$ cat src/hdl/kicker_pkg.sv
// Shared constants and types for the ROM download path
// Region boundaries follow the loader byte map of the game ROM set

package kicker_pkg;

    localparam int IOCTL_AW = 25;   // Loader byte address
    localparam int PROG_AW  = 22;   // SDRAM word address
    localparam int PROM_AW  = 11;   // 2 KB of colour PROMs

    // Loader byte map, main code starts at zero
    localparam int SCR_START  = 'h08000;
    localparam int OBJ_START  = 'h0C000;
    localparam int PROM_START = 'h10000;

    typedef enum logic [1:0] {
        REG_MAIN,
        REG_SCR,
        REG_OBJ,
        REG_PROM
    } region_e;

    // Same SDRAM word seen by the scroll and the object tile fetchers
    typedef union packed {
        struct packed {
            logic [PROG_AW-5:0] upper;
            logic               col;    // Column half
            logic [2:0]         row;
        } scr;
        struct packed {
            logic [PROG_AW-7:0] upper;
            logic               half;   // Sprite half
            logic               line;
            logic               col;
            logic [2:0]         row;
        } obj;
    } prog_word_u;

endpackage

$ cat src/hdl/prog_if.sv
// One packed SDRAM write moving between download pipeline stages
// Transfer on clk when valid and ready are both high

interface prog_if;
    import kicker_pkg::*;

    logic       valid;
    logic       ready;
    prog_word_u addr;
    logic [7:0] data;
    logic [1:0] mask;   // Active low byte lanes
    region_e    region;

    modport source (
        output valid,
        output addr,
        output data,
        output mask,
        output region,
        input  ready
    );

    modport sink (
        input  valid,
        input  addr,
        input  data,
        input  mask,
        input  region,
        output ready
    );

endinterface

$ cat src/hdl/kicker_dwnld.sv
// Stage 1 of the ROM download path: takes loader bytes and sorts them by region
// SDRAM bytes go out as word writes, PROM bytes go straight to the PROM port

module kicker_dwnld (
    input  logic                            clk,
    input  logic                            reset,
    input  logic                            downloading,
    input  logic [kicker_pkg::IOCTL_AW-1:0] ioctl_addr,
    input  logic [7:0]                      ioctl_dout,
    input  logic                            ioctl_wr,
    output logic                            ioctl_ready,
    output logic                            prom_we,
    output logic [kicker_pkg::PROM_AW-1:0]  prom_addr,
    output logic [7:0]                      prom_data,
    prog_if.source                          out
);
    import kicker_pkg::*;

    logic                rdy_en;    // Low only in the cycle reset is applied
    region_e             region;
    logic                accept;
    logic [IOCTL_AW-1:0] prom_off;

    always_comb begin
        if (ioctl_addr < IOCTL_AW'(SCR_START)) begin
            region = REG_MAIN;
        end else if (ioctl_addr < IOCTL_AW'(OBJ_START)) begin
            region = REG_SCR;
        end else if (ioctl_addr < IOCTL_AW'(PROM_START)) begin
            region = REG_OBJ;
        end else begin
            region = REG_PROM;
        end
    end

    assign prom_off    = ioctl_addr - IOCTL_AW'(PROM_START);
    assign ioctl_ready = rdy_en & downloading & (~out.valid | out.ready);
    assign accept      = ioctl_wr & ioctl_ready;

    always_ff @(posedge clk) begin
        if (reset) begin
            rdy_en    <= 1'b0;
            out.valid <= 1'b0;
            prom_we   <= 1'b0;
        end else begin
            rdy_en  <= 1'b1;
            prom_we <= accept && region == REG_PROM;    // Single cycle pulse
            if (accept && region != REG_PROM) begin
                out.valid <= 1'b1;
            end else if (out.ready) begin
                out.valid <= 1'b0;
            end
        end
    end

    always_ff @(posedge clk) begin
        if (accept && region != REG_PROM) begin
            out.addr   <= ioctl_addr[PROG_AW:1];            // Byte address halved
            out.mask   <= {~ioctl_addr[0], ioctl_addr[0]};  // Even bytes in lane 0
            out.data   <= ioctl_dout;
            out.region <= region;
        end
        if (accept && region == REG_PROM) begin
            prom_addr <= prom_off[PROM_AW-1:0];
            prom_data <= ioctl_dout;
        end
    end

    // Loader must wait for ready before writing
    a_wr_when_ready: assert property (@(posedge clk) disable iff (reset)
        ioctl_wr |-> ioctl_ready);

    a_payload_held: assert property (@(posedge clk) disable iff (reset)
        out.valid && !out.ready |=> out.valid && $stable(out.addr) && $stable(out.data)
            && $stable(out.mask) && $stable(out.region));

endmodule

$ cat src/hdl/kicker_gfx_reorder.sv
// Stage 2 of the ROM download path: swaps word address bits of graphics tiles
// so the tile fetchers read a whole row in one burst

module kicker_gfx_reorder (
    input  logic   clk,
    input  logic   reset,
    prog_if.sink   in,
    prog_if.source out
);
    import kicker_pkg::*;

    prog_word_u nxt_addr;
    logic       take;

    always_comb begin
        nxt_addr = in.addr;
        case (in.region)
            REG_SCR: begin
                // Row bits move up, inverted column half lands on bit 0
                {nxt_addr.scr.col, nxt_addr.scr.row} = {in.addr.scr.row, ~in.addr.scr.col};
            end
            REG_OBJ: begin
                // Sprite half stays on bit 5
                {nxt_addr.obj.line, nxt_addr.obj.col, nxt_addr.obj.row} =
                    {in.addr.obj.row, in.addr.obj.line, ~in.addr.obj.col};
            end
            default: begin
                nxt_addr = in.addr;     // Main code as is
            end
        endcase
    end

    assign in.ready = ~out.valid | out.ready;
    assign take     = in.valid & in.ready;

    always_ff @(posedge clk) begin
        if (reset) begin
            out.valid <= 1'b0;
        end else if (take) begin
            out.valid <= 1'b1;
        end else if (out.ready) begin
            out.valid <= 1'b0;
        end
    end

    always_ff @(posedge clk) begin
        if (take) begin
            out.addr   <= nxt_addr;
            out.data   <= in.data;
            out.mask   <= in.mask;
            out.region <= in.region;
        end
    end

    // PROM bytes are diverted in stage 1
    a_no_prom: assert property (@(posedge clk) disable iff (reset)
        in.valid |-> in.region != REG_PROM);

endmodule

$ cat src/hdl/kicker_rom_load.sv
// ROM download path of the game core, from loader bytes to SDRAM and PROM writes
// Three stages joined by valid/ready links

module kicker_rom_load (
    input  logic                            clk,
    input  logic                            reset,
    // Loader
    input  logic                            downloading,
    input  logic [kicker_pkg::IOCTL_AW-1:0] ioctl_addr,
    input  logic [7:0]                      ioctl_dout,
    input  logic                            ioctl_wr,
    output logic                            ioctl_ready,
    output logic                            dwnld_busy,
    // Colour PROMs
    output logic                            prom_we,
    output logic [kicker_pkg::PROM_AW-1:0]  prom_addr,
    output logic [7:0]                      prom_data,
    // SDRAM programming port
    input  logic                            sdram_ack,
    output logic                            prog_we,
    output logic [kicker_pkg::PROG_AW-1:0]  prog_addr,
    output logic [7:0]                      prog_data,
    output logic [1:0]                      prog_mask
);

    logic wr_busy;

    prog_if s1_s2 ();
    prog_if s2_s3 ();

    // Busy until the last write has left every stage
    assign dwnld_busy = downloading | s1_s2.valid | s2_s3.valid | wr_busy;

    kicker_dwnld u_dwnld (
        .clk         ( clk         ),
        .reset       ( reset       ),
        .downloading ( downloading ),
        .ioctl_addr  ( ioctl_addr  ),
        .ioctl_dout  ( ioctl_dout  ),
        .ioctl_wr    ( ioctl_wr    ),
        .ioctl_ready ( ioctl_ready ),
        .prom_we     ( prom_we     ),
        .prom_addr   ( prom_addr   ),
        .prom_data   ( prom_data   ),
        .out         ( s1_s2       )
    );

    kicker_gfx_reorder u_reorder (
        .clk   ( clk   ),
        .reset ( reset ),
        .in    ( s1_s2 ),
        .out   ( s2_s3 )
    );

    kicker_sdram_wr u_sdram_wr (
        .clk       ( clk       ),
        .reset     ( reset     ),
        .in        ( s2_s3     ),
        .sdram_ack ( sdram_ack ),
        .prog_we   ( prog_we   ),
        .prog_addr ( prog_addr ),
        .prog_data ( prog_data ),
        .prog_mask ( prog_mask ),
        .busy      ( wr_busy   )
    );

endmodule

$ cat src/hdl/kicker_sdram_wr.sv
// Stage 3 of the ROM download path: drives the SDRAM programming port
// A write stays on prog_we until the controller returns sdram_ack

module kicker_sdram_wr (
    input  logic                           clk,
    input  logic                           reset,
    prog_if.sink                           in,
    input  logic                           sdram_ack,
    output logic                           prog_we,
    output logic [kicker_pkg::PROG_AW-1:0] prog_addr,
    output logic [7:0]                     prog_data,
    output logic [1:0]                     prog_mask,
    output logic                           busy
);

    logic load;

    // Free when empty or when the held write is acknowledged now
    assign in.ready = ~prog_we | sdram_ack;
    assign load     = in.valid & in.ready;
    assign busy     = prog_we;

    always_ff @(posedge clk) begin
        if (reset) begin
            prog_we <= 1'b0;
        end else if (load) begin
            prog_we <= 1'b1;    // Back to back writes keep prog_we up
        end else if (sdram_ack) begin
            prog_we <= 1'b0;
        end
    end

    always_ff @(posedge clk) begin
        if (load) begin
            prog_addr <= in.addr;
            prog_data <= in.data;
            prog_mask <= in.mask;
        end
    end

    // SDRAM controller may sample the request on any cycle up to the ack
    a_req_stable: assert property (@(posedge clk) disable iff (reset)
        prog_we && !sdram_ack |=> prog_we && $stable(prog_addr) && $stable(prog_data)
            && $stable(prog_mask));

endmodule

$ cat config.mk
export PLATFORM = sky130hd
export DESIGN_NAME = kicker_rom_load
export DESIGN_NICKNAME = d
export VERILOG_FILES = /design/src/hdl/kicker_pkg.sv /design/src/hdl/prog_if.sv /design/src/hdl/kicker_dwnld.sv /design/src/hdl/kicker_gfx_reorder.sv /design/src/hdl/kicker_rom_load.sv /design/src/hdl/kicker_sdram_wr.sv
export SDC_FILE = /design/constraint.sdc
export NUM_CORES = 1
export LEC_CHECK = 0
export BUFFER_PORTS_ARGS = -buffer_cell sky130_fd_sc_hd__buf_2
export CORE_ASPECT_RATIO = 1.1
export CORE_MARGIN = 3
export CORE_UTILIZATION = 40
export DETAILED_ROUTE_END_ITERATION = 16
export GPL_ROUTABILITY_DRIVEN = 0
export PLACE_DENSITY_LB_ADDON = 0.1
export SYNTH_ARGS = -nofsm -noshare
export SYNTH_HDL_FRONTEND = slang
export SYNTH_HIERARCHICAL = 1
export SYNTH_SLANG_ARGS = --single-unit
$ cat constraint.sdc
create_clock -name clk -period 2.73 [get_ports clk]
set_input_delay 0.546 -clock clk [delete_from_list [all_inputs] [get_ports clk]]
set_output_delay 0.546 -clock clk [all_outputs]
set_load 0.01 [all_outputs]
Word-level counts from Yosys, hierarchy flattened --
Cells that the tools add are included. Widths: inputs -> output; s select.
Storage, ports and cells: bits in registers 122, input bits 38, word-level logic and storage cells 58
Cells by class: $add $sub $neg 1, order comparisons 3, equality and inequality tests 4, multiplexer cells 12, bitwise gates (word level) 16, reduce and logical (&&, ||, !) cells 5
Operators by type and width (count):
- $lt 25x16->1 const B | 2
- $lt 25x17->1 const B | 1
- $sub 11x1->11 const B | 1
- $mux 1 | 9
- $pmux 4 s2 | 1
- $or 1x1->1 | 6
- $reduce_bool 2->1 | 3
- $and 1x1->1 | 5
- $not 1->1 | 5
- $eq 2x2->1 const B | 2
- $mux 2 | 2
- $eq 2x1->1 const B | 1
- $logic_and 1x1->1 | 2
- $ne 2x2->1 const B | 1

Depth between registers and ports, before layout --
Gate-level depths: netlist (run 1).
word-level depth 8, depth in mapped cells 5, mapped depth without buffers 5

By module --
Netlist (run 1), hierarchy kept.
Modules (own cells, without submodules):
- kicker_dwnld | instances 1, cells each 75, area each 1767.9 µm², sequential area each 1651.6 µm²
- kicker_gfx_reorder | instances 1, cells each 56, area each 1178.6 µm², sequential area each 1041.0 µm²
- kicker_sdram_wr | instances 1, cells each 38, area each 1023.5 µm², sequential area each 980.9 µm²
- kicker_rom_load | instances 1, cells each 1, area each 7.5 µm², sequential area each 0.0 µm²

Least setup slack after synthesis (run 1) --
No wires, ideal clock.
path kind input -> register, from input port sdram_ack, to register u_dwnld/prom_addr[0] (netlist bit) (enable), data arrival time 1851 ps, required time 2335 ps, setup slack 484 ps, cell stages on the path 5, cells stage by stage nand2b_4 > nand2b_1 > nand2b_1 > nand4_1 > nor2_1
Between the ends: word-level cells in the longest chain between the ends 6
Ends and longest elaborated chain:
- from (decl) | line kicker_rom_load.sv:19 | input logic sdram_ack,
- $or 1x1->1 | line kicker_sdram_wr.sv:19 | assign in.ready = ~prog_we | sdram_ack;
- $or 1x1->1 | line kicker_gfx_reorder.sv:33 | assign in.ready = ~out.valid | out.ready;
- named net s1_s2.ready | line prog_if.sv:8 | logic ready;
- $or 1x1->1 | line kicker_dwnld.sv:37 | assign ioctl_ready = rdy_en & downloading & (~out.valid | out.ready);
- $and 1x1->1 | line kicker_dwnld.sv:37
- $and 1x1->1 | line kicker_dwnld.sv:38 | assign accept = ioctl_wr & ioctl_ready;
- $logic_and 1x1->1 | line kicker_dwnld.sv:63 | if (accept && region == REG_PROM) begin
- to (signal assigned) | line kicker_dwnld.sv:64 | prom_addr <= prom_off[PROM_AW-1:0];
- to (decl) | line kicker_dwnld.sv:13 | output logic [kicker_pkg::PROM_AW-1:0] prom_addr,
The timed path passes the listed nets, and every way through them passes these cells. A chain may end at the register's enable or synchronous reset.

Worst setup path in the final report (run 1) --
from register u_sdram_wr.prog_we, in the netlist u_sdram_wr/busy, to output port ioctl_ready
Between the ends: word-level cells in the longest chain between the ends 5
Ends and longest elaborated chain:
- from (decl) | line kicker_sdram_wr.sv:9 | output logic prog_we,
- from (signal assigned) | line kicker_sdram_wr.sv:25 | prog_we <= 1'b0;
- from (signal assigned) | line kicker_sdram_wr.sv:27 | prog_we <= 1'b1;
- from (signal assigned) | line kicker_sdram_wr.sv:29 | prog_we <= 1'b0;
- $not 1->1 | line kicker_sdram_wr.sv:19
- $or 1x1->1 | line kicker_sdram_wr.sv:19
- named net s2_s3.ready | line prog_if.sv:8
- $or 1x1->1 | line kicker_gfx_reorder.sv:33
- named net s1_s2.ready | line prog_if.sv:8
- $or 1x1->1 | line kicker_dwnld.sv:37
- $and 1x1->1 | line kicker_dwnld.sv:37
- to (decl) | line kicker_rom_load.sv:12 | output logic ioctl_ready,
The timed path passes the listed nets, and every way through them passes these cells.

==> results.json, run 1 <==
{
  "vias": 1864,
  "nNetsFinal": 321,
  "hp-class": "input pin to register",
  "period_needed_ps": 2210,
  "slowest_stage": "dfxtp_1",
  "worstSetupPathType": "register to primary output",
  "crit_path_max_incr_delay_ps": 390,
  "skew_ps": 7.76,
  "area_growth_pct": 31.6,
  "hpwl_mm": 3.90,
  "ir_drop_v": 0.000380,
  "grt_pass1_wl_mm": 9.23,
  "drc_errors": 0,
  "holdBufCountCts": 0,
  "path_clk_slew_ps": 60,
  "outcome": "finished clean",
  "numCtsBuffers": 17,
  "slew_violations": 0,
  "synthCells": 168,
  "crit_path_max_fanout": 3,
  "hold_viol_final": 0,
  "tightest_slew_ps": 803,
  "setup_viol_count_final": 0,
  "synth.avg_cell_area_sq_um": 23.3,
  "die_x_um": 100,
  "dieArea_sq_mm": 0.0110,
  "start_kind": "register",
  "clock_path_buffers": 2,
  "wl_mm": 5.91,
  "root_buffer": "clkbuf_8",
  "synth_fp_nets": 208,
  "end_kind": "primary output",
  "grt_use_total": 0.116,
  "overflow": 0,
  "cts_max_level": 4,
  "grt_max_degree": 35,
  "die_h_um": 110,
  "maxCapViolations": 0,
  "cts_tree": "yes",
  "antenna_found_initial": 0,
  "portBuffers": 92,
  "rsz0062_at_grt": "no",
  "maxSlewHeadroom": 0.464,
  "pre_cts_ws_ps": 278,
  "cts_sinks": 122,
  "cts_resized": 0,
  "floorplan.rows": 37,
  "cp_common_cell": "nand2b_1",
  "cp_cell_sequence": "nand2b_4 > nand2b_1 > nand2b_1 > and3_1 > buf_2",
  "final.setup.tns_ps": 0,
  "drt_iter0_drc": 68,
  "final.period_utilization": 0.810,
  "core_region_area_sq_mm": 0.00944,
  "io_pins": 93,
  "max_freq_ghz": 0.452,
  "ant_nets": 0,
  "clk_latency_ps": 490,
  "netlist_area_sq_mm": 0.00392,
  "layout_setup_ws_ps": 518,
  "power.density_mw_per_mm2": 846,
  "diodes": 0,
  "drive_gt1_frac": 0.461,
  "drtPass1Iterations": 5,
  "cts_setup_buffers": 0,
  "ys_warn_count": 6,
  "leakagePower_nw": 1.89,
  "vias_per_cell": 4.55,
  "worstPathArrival_ps": 1670,
  "crit_required_ps": 2180,
  "wl_per_cell_um": 14.4,
  "start_util": 0.415,
  "grt_pass1_vias": 1833
}
## area by class of cell
type,count,area [sq um]
Clock buffer,17,414
Clock inverter,14,198
Fill cell,775,4290
Inverter,7,26.3
Multi-Input combinational cell,38,274
Sequential cell,122,3610
Tap cell,117,146
Timing Repair Buffer,95,483
## power breakdown
group | leakage [nW] | internal (mW) | switching [mW]
clock | 0.290 | 1.48 | 0.767
combinational | 0.504 | 0.0298 | 0.0333
sequential | 1.10 | 2.04 | 0.00202
## final timing paths
check | startpoint | end | depth (start not counted) | slack (ps)
hold reg to reg | u_dwnld/out.data[2]$_DFFE_PP_ | u_reorder/out.data[2]$_DFFE_PP_ | 0 | 410
setup reg to reg | u_sdram_wr/busy$_SDFFE_PP0P_ | u_dwnld/out.data[2]$_DFFE_PP_ | 5 | 620
hold / removal | ioctl_addr[12] | u_dwnld/out.addr[11]$_DFFE_PP_ | 1 | 230
setup / recovery | u_sdram_wr/busy$_SDFFE_PP0P_ | ioctl_ready | 5 | 520
## stage by stage
stage	utilization	hold WS (ps)	total power, mW	instances	instance area, sq um
floorplan	-	400	2.10	168	3920
global placement	0.481	401	2.15	379	4540
detailed placement	0.481	405	2.15	379	4540
CTS	0.546	195	4.42	410	5150
global route	0.546	189	4.52	410	5150
finish	0.546	229	4.36	410	5150
## worst max-delay path, delay by kind of cell, from the launching register on
| kind | cells | cell delay, ps |
|---|---|---|
| flip-flops | 1 | 390 |
| buffers and inverters | 1 | 140 |
| AND/OR/NAND/NOR | 4 | 640 |
## registers in the layout, summed over array words and instances, names as in the netlist
name,count
u_reorder/out.valid,1
u_dwnld/out.data,8
u_sdram_wr/prog_addr,22
u_dwnld/out.addr,22
u_dwnld/prom_addr,11
u_sdram_wr/prog_mask,2
u_dwnld/prom_we,1
u_dwnld/out.valid,1
u_dwnld/rdy_en,1
u_dwnld/out.region,2
u_reorder/out.mask,2
u_sdram_wr/busy,1
u_reorder/out.addr,22
u_sdram_wr/prog_data,8
u_dwnld/prom_data,8
u_dwnld/out.mask,2
u_reorder/out.data,8
## placed cells by master (no fill, tap or decap), types with 2 or more instances in the layout
master	instances
nand2_1	6
dfxtp_1	5
clkbuf_16	16
nand2b_1	2
buf_4	3
a22oi_1	3
clkinv_4	3
buf_2	92
nor2_1	3
ha_1	2
bufinv_16	4
inv_1	7
edfxtp_1	117
clkinvlp_4	3
o21ai_1	3
nor3_1	2
## metal layers
metal,up-vias,track usage,share of wire
li1,891,-,-
met1,895,0.134,0.40
met2,69,0.188,0.51
met3,9,0.0520,0.073
met4,0,0.0491,0.012
met5,-,0,0
Note: power is estimated with default switching activity, not from simulation.
==> inputs of run 2 (changes only) <==
==> constraint.sdc (replaced) <==
create_clock -name clk -period 1.9 [get_ports clk]
set_input_delay 0.38 -clock clk [delete_from_list [all_inputs] [get_ports clk]]
set_output_delay 0.38 -clock clk [all_outputs]
set_load 0.01 [all_outputs]
==> results.json, run 2 (synthesis gave the netlist of run 1 again) <==
{
  "outcome": "finished with violations",
  "violations": "setup timing",
  "clock_path_buffers": 2,
  "top_regs": "u_dwnld/out.addr: 22 flops, u_reorder/out.addr: 22 flops, u_sdram_wr/prog_addr: 22 flops",
  "start_util": 0.415,
  "worstSetupPathType": "register to primary output",
  "final.period_utilization": 1.01,
  "antenna_found_initial": 0,
  "wl_per_cell_um": 14.0,
  "hpwl_mm": 3.86,
  "hold_viol_final": 0,
  "floorplan.rows": 37,
  "dieArea_sq_mm": 0.0110,
  "fin_cells": 412,
  "r2r_cells": 6,
  "grt_max_degree": 33,
  "grt_pass1_vias": 1849,
  "portBuffers": 92,
  "cts_tree": "yes",
  "fin_area_sq_mm": 0.00513,
  "drc_errors": 0,
  "die_h_um": 110,
  "rr_startpoint": "u_sdram_wr/busy$_SDFFE_PP0P_",
  "rsz0062_at_grt": "yes",
  "diodes": 0,
  "drtPass1Iterations": 4,
  "max_freq_ghz": 0.521,
  "ir_drop_v": 0.000648,
  "finish.utilization": 0.543,
  "power.density_mw_per_mm2": 1090,
  "period_needed_ps": 1920,
  "dp_cells": 380,
  "most-common-layout-cells": "edfxtp_1, buf_2, clkbuf_16",
  "slew_violations": 0,
  "cts_sinks": 122,
  "path_clk_slew_ps": 50,
  "wl_mm": 5.76,
  "start_kind": "register",
  "p_total_mw": 5.58,
  "tightest_slew_ps": 439,
  "crit_end": "dwnld_busy",
  "worstPathArrival_ps": 1540,
  "crit_required_ps": 1520,
  "hp-class": "input pin to register",
  "vias": 1826,
  "area_growth_pct": 30.9,
  "io_pins": 93,
  "root_buffer": "clkbuf_8",
  "grt_use_total": 0.113,
  "drt_iter0_drc": 70,
  "n_fill_cell": 778,
  "core_region_area_sq_mm": 0.00944,
  "worst_r2r_endpoint": "u_dwnld/out.data[3]$_DFFE_PP_",
  "crit_path_start": "u_sdram_wr/busy$_SDFFE_PP0P_",
  "vias_per_cell": 4.43,
  "r2r_setup_slack_ps": 340,
  "layout_setup_ws_ps": -20.1,
  "cts_max_level": 4,
  "setup_viol_count_final": 1,
  "maxSlewHeadroom": 0.707,
  "end_kind": "primary output",
  "die_x_um": 100,
  "ant_nets": 0,
  "overflow": 0,
  "leakagePower_nw": 1.88,
  "crit_path_max_fanout": 2,
  "nNetsFinal": 324,
  "skew_ps": 7.45,
  "place_area_sq_mm": 0.00460,
  "numCtsBuffers": 17,
  "clk_latency_ps": 500,
  "maxCapViolations": 0,
  "drive_gt1_frac": 0.461,
  "whs_ps": 71.8,
  "final_common_cell": "edfxtp_1",
  "grt_pass1_wl_mm": 8.73
}
run 2: per-stage QoR:
stage	setup TNS (ps)	setup slack [ps]
2_1_floorplan	0	88.7
3_3_place_gp	0	135
3_5_place_dp	0	106
4_1_cts	-57.5	-49.6
5_1_grt	-105	-89.2
6_report	-20.1	-20.1
run 2: final cells by class:
class	count	area (sq um)	share of cell area
flip-flops and latches	122	3610	0.705
repair buffers	98	566	0.110
clock buffers	19	422	0.0822
multi-input cells	38	294	0.0573
well taps	117	146	0.0286
clock inverters	11	58.8	0.0115
inverters	7	26.3	0.00512
run 2: worst min path at each step:
stage / startpoint / to / slack, ps / cells after the start
floorplan: u_dwnld/out.addr[10]$_DFFE_PP_ / u_reorder/out.addr[10]$_DFFE_PP_ / 400 / 0
global placement: u_dwnld/out.addr[5]$_DFFE_PP_ / u_reorder/out.addr[5]$_DFFE_PP_ / 400 / 0
detailed placement: u_dwnld/out.addr[11]$_DFFE_PP_ / u_reorder/out.addr[11]$_DFFE_PP_ / 400 / 0
CTS: ioctl_addr[7] / u_dwnld/prom_addr[7]$_DFFE_PP_ / 50 / 1
global route: ioctl_addr[11] / u_dwnld/out.addr[10]$_DFFE_PP_ / 40 / 1
finish: ioctl_dout[1] / u_dwnld/prom_data[1]$_DFFE_PP_ / 70 / 1
run 2: routing by layer:
layer / share of wire / global-route usage / wire [um]
met1: 0.38 / 0.114 / 2170
met2: 0.52 / 0.188 / 3020
met3: 0.079 / 0.0584 / 453
met4: 0.020 / 0.0635 / 114
met5: 0 / 0 / 0
run 2: critical path, stage by stage, from the launching register on:
cell	delay, ps
dfxtp_2	330
buf_6	110
or4_1	450
buf_2	150
run 2: repair_timing:
item | in CTS | in global routing
pin swaps | 0 | 1
resized for setup | 6 | 0
setup buffers | 1 | 1
setup endpoints to repair | 1 | 2
cloned | 0 | 0
hold buffers | 0 | 0
run 2: report_power, final:
part / total [mW] / switching (mW) / internal, mW
clock network: 2.54 / 0.991 / 1.55
logic: 0.0945 / 0.0483 / 0.0462
registers: 2.94 / 0.00326 / 2.94
total: 5.58 / 1.04 / 4.54
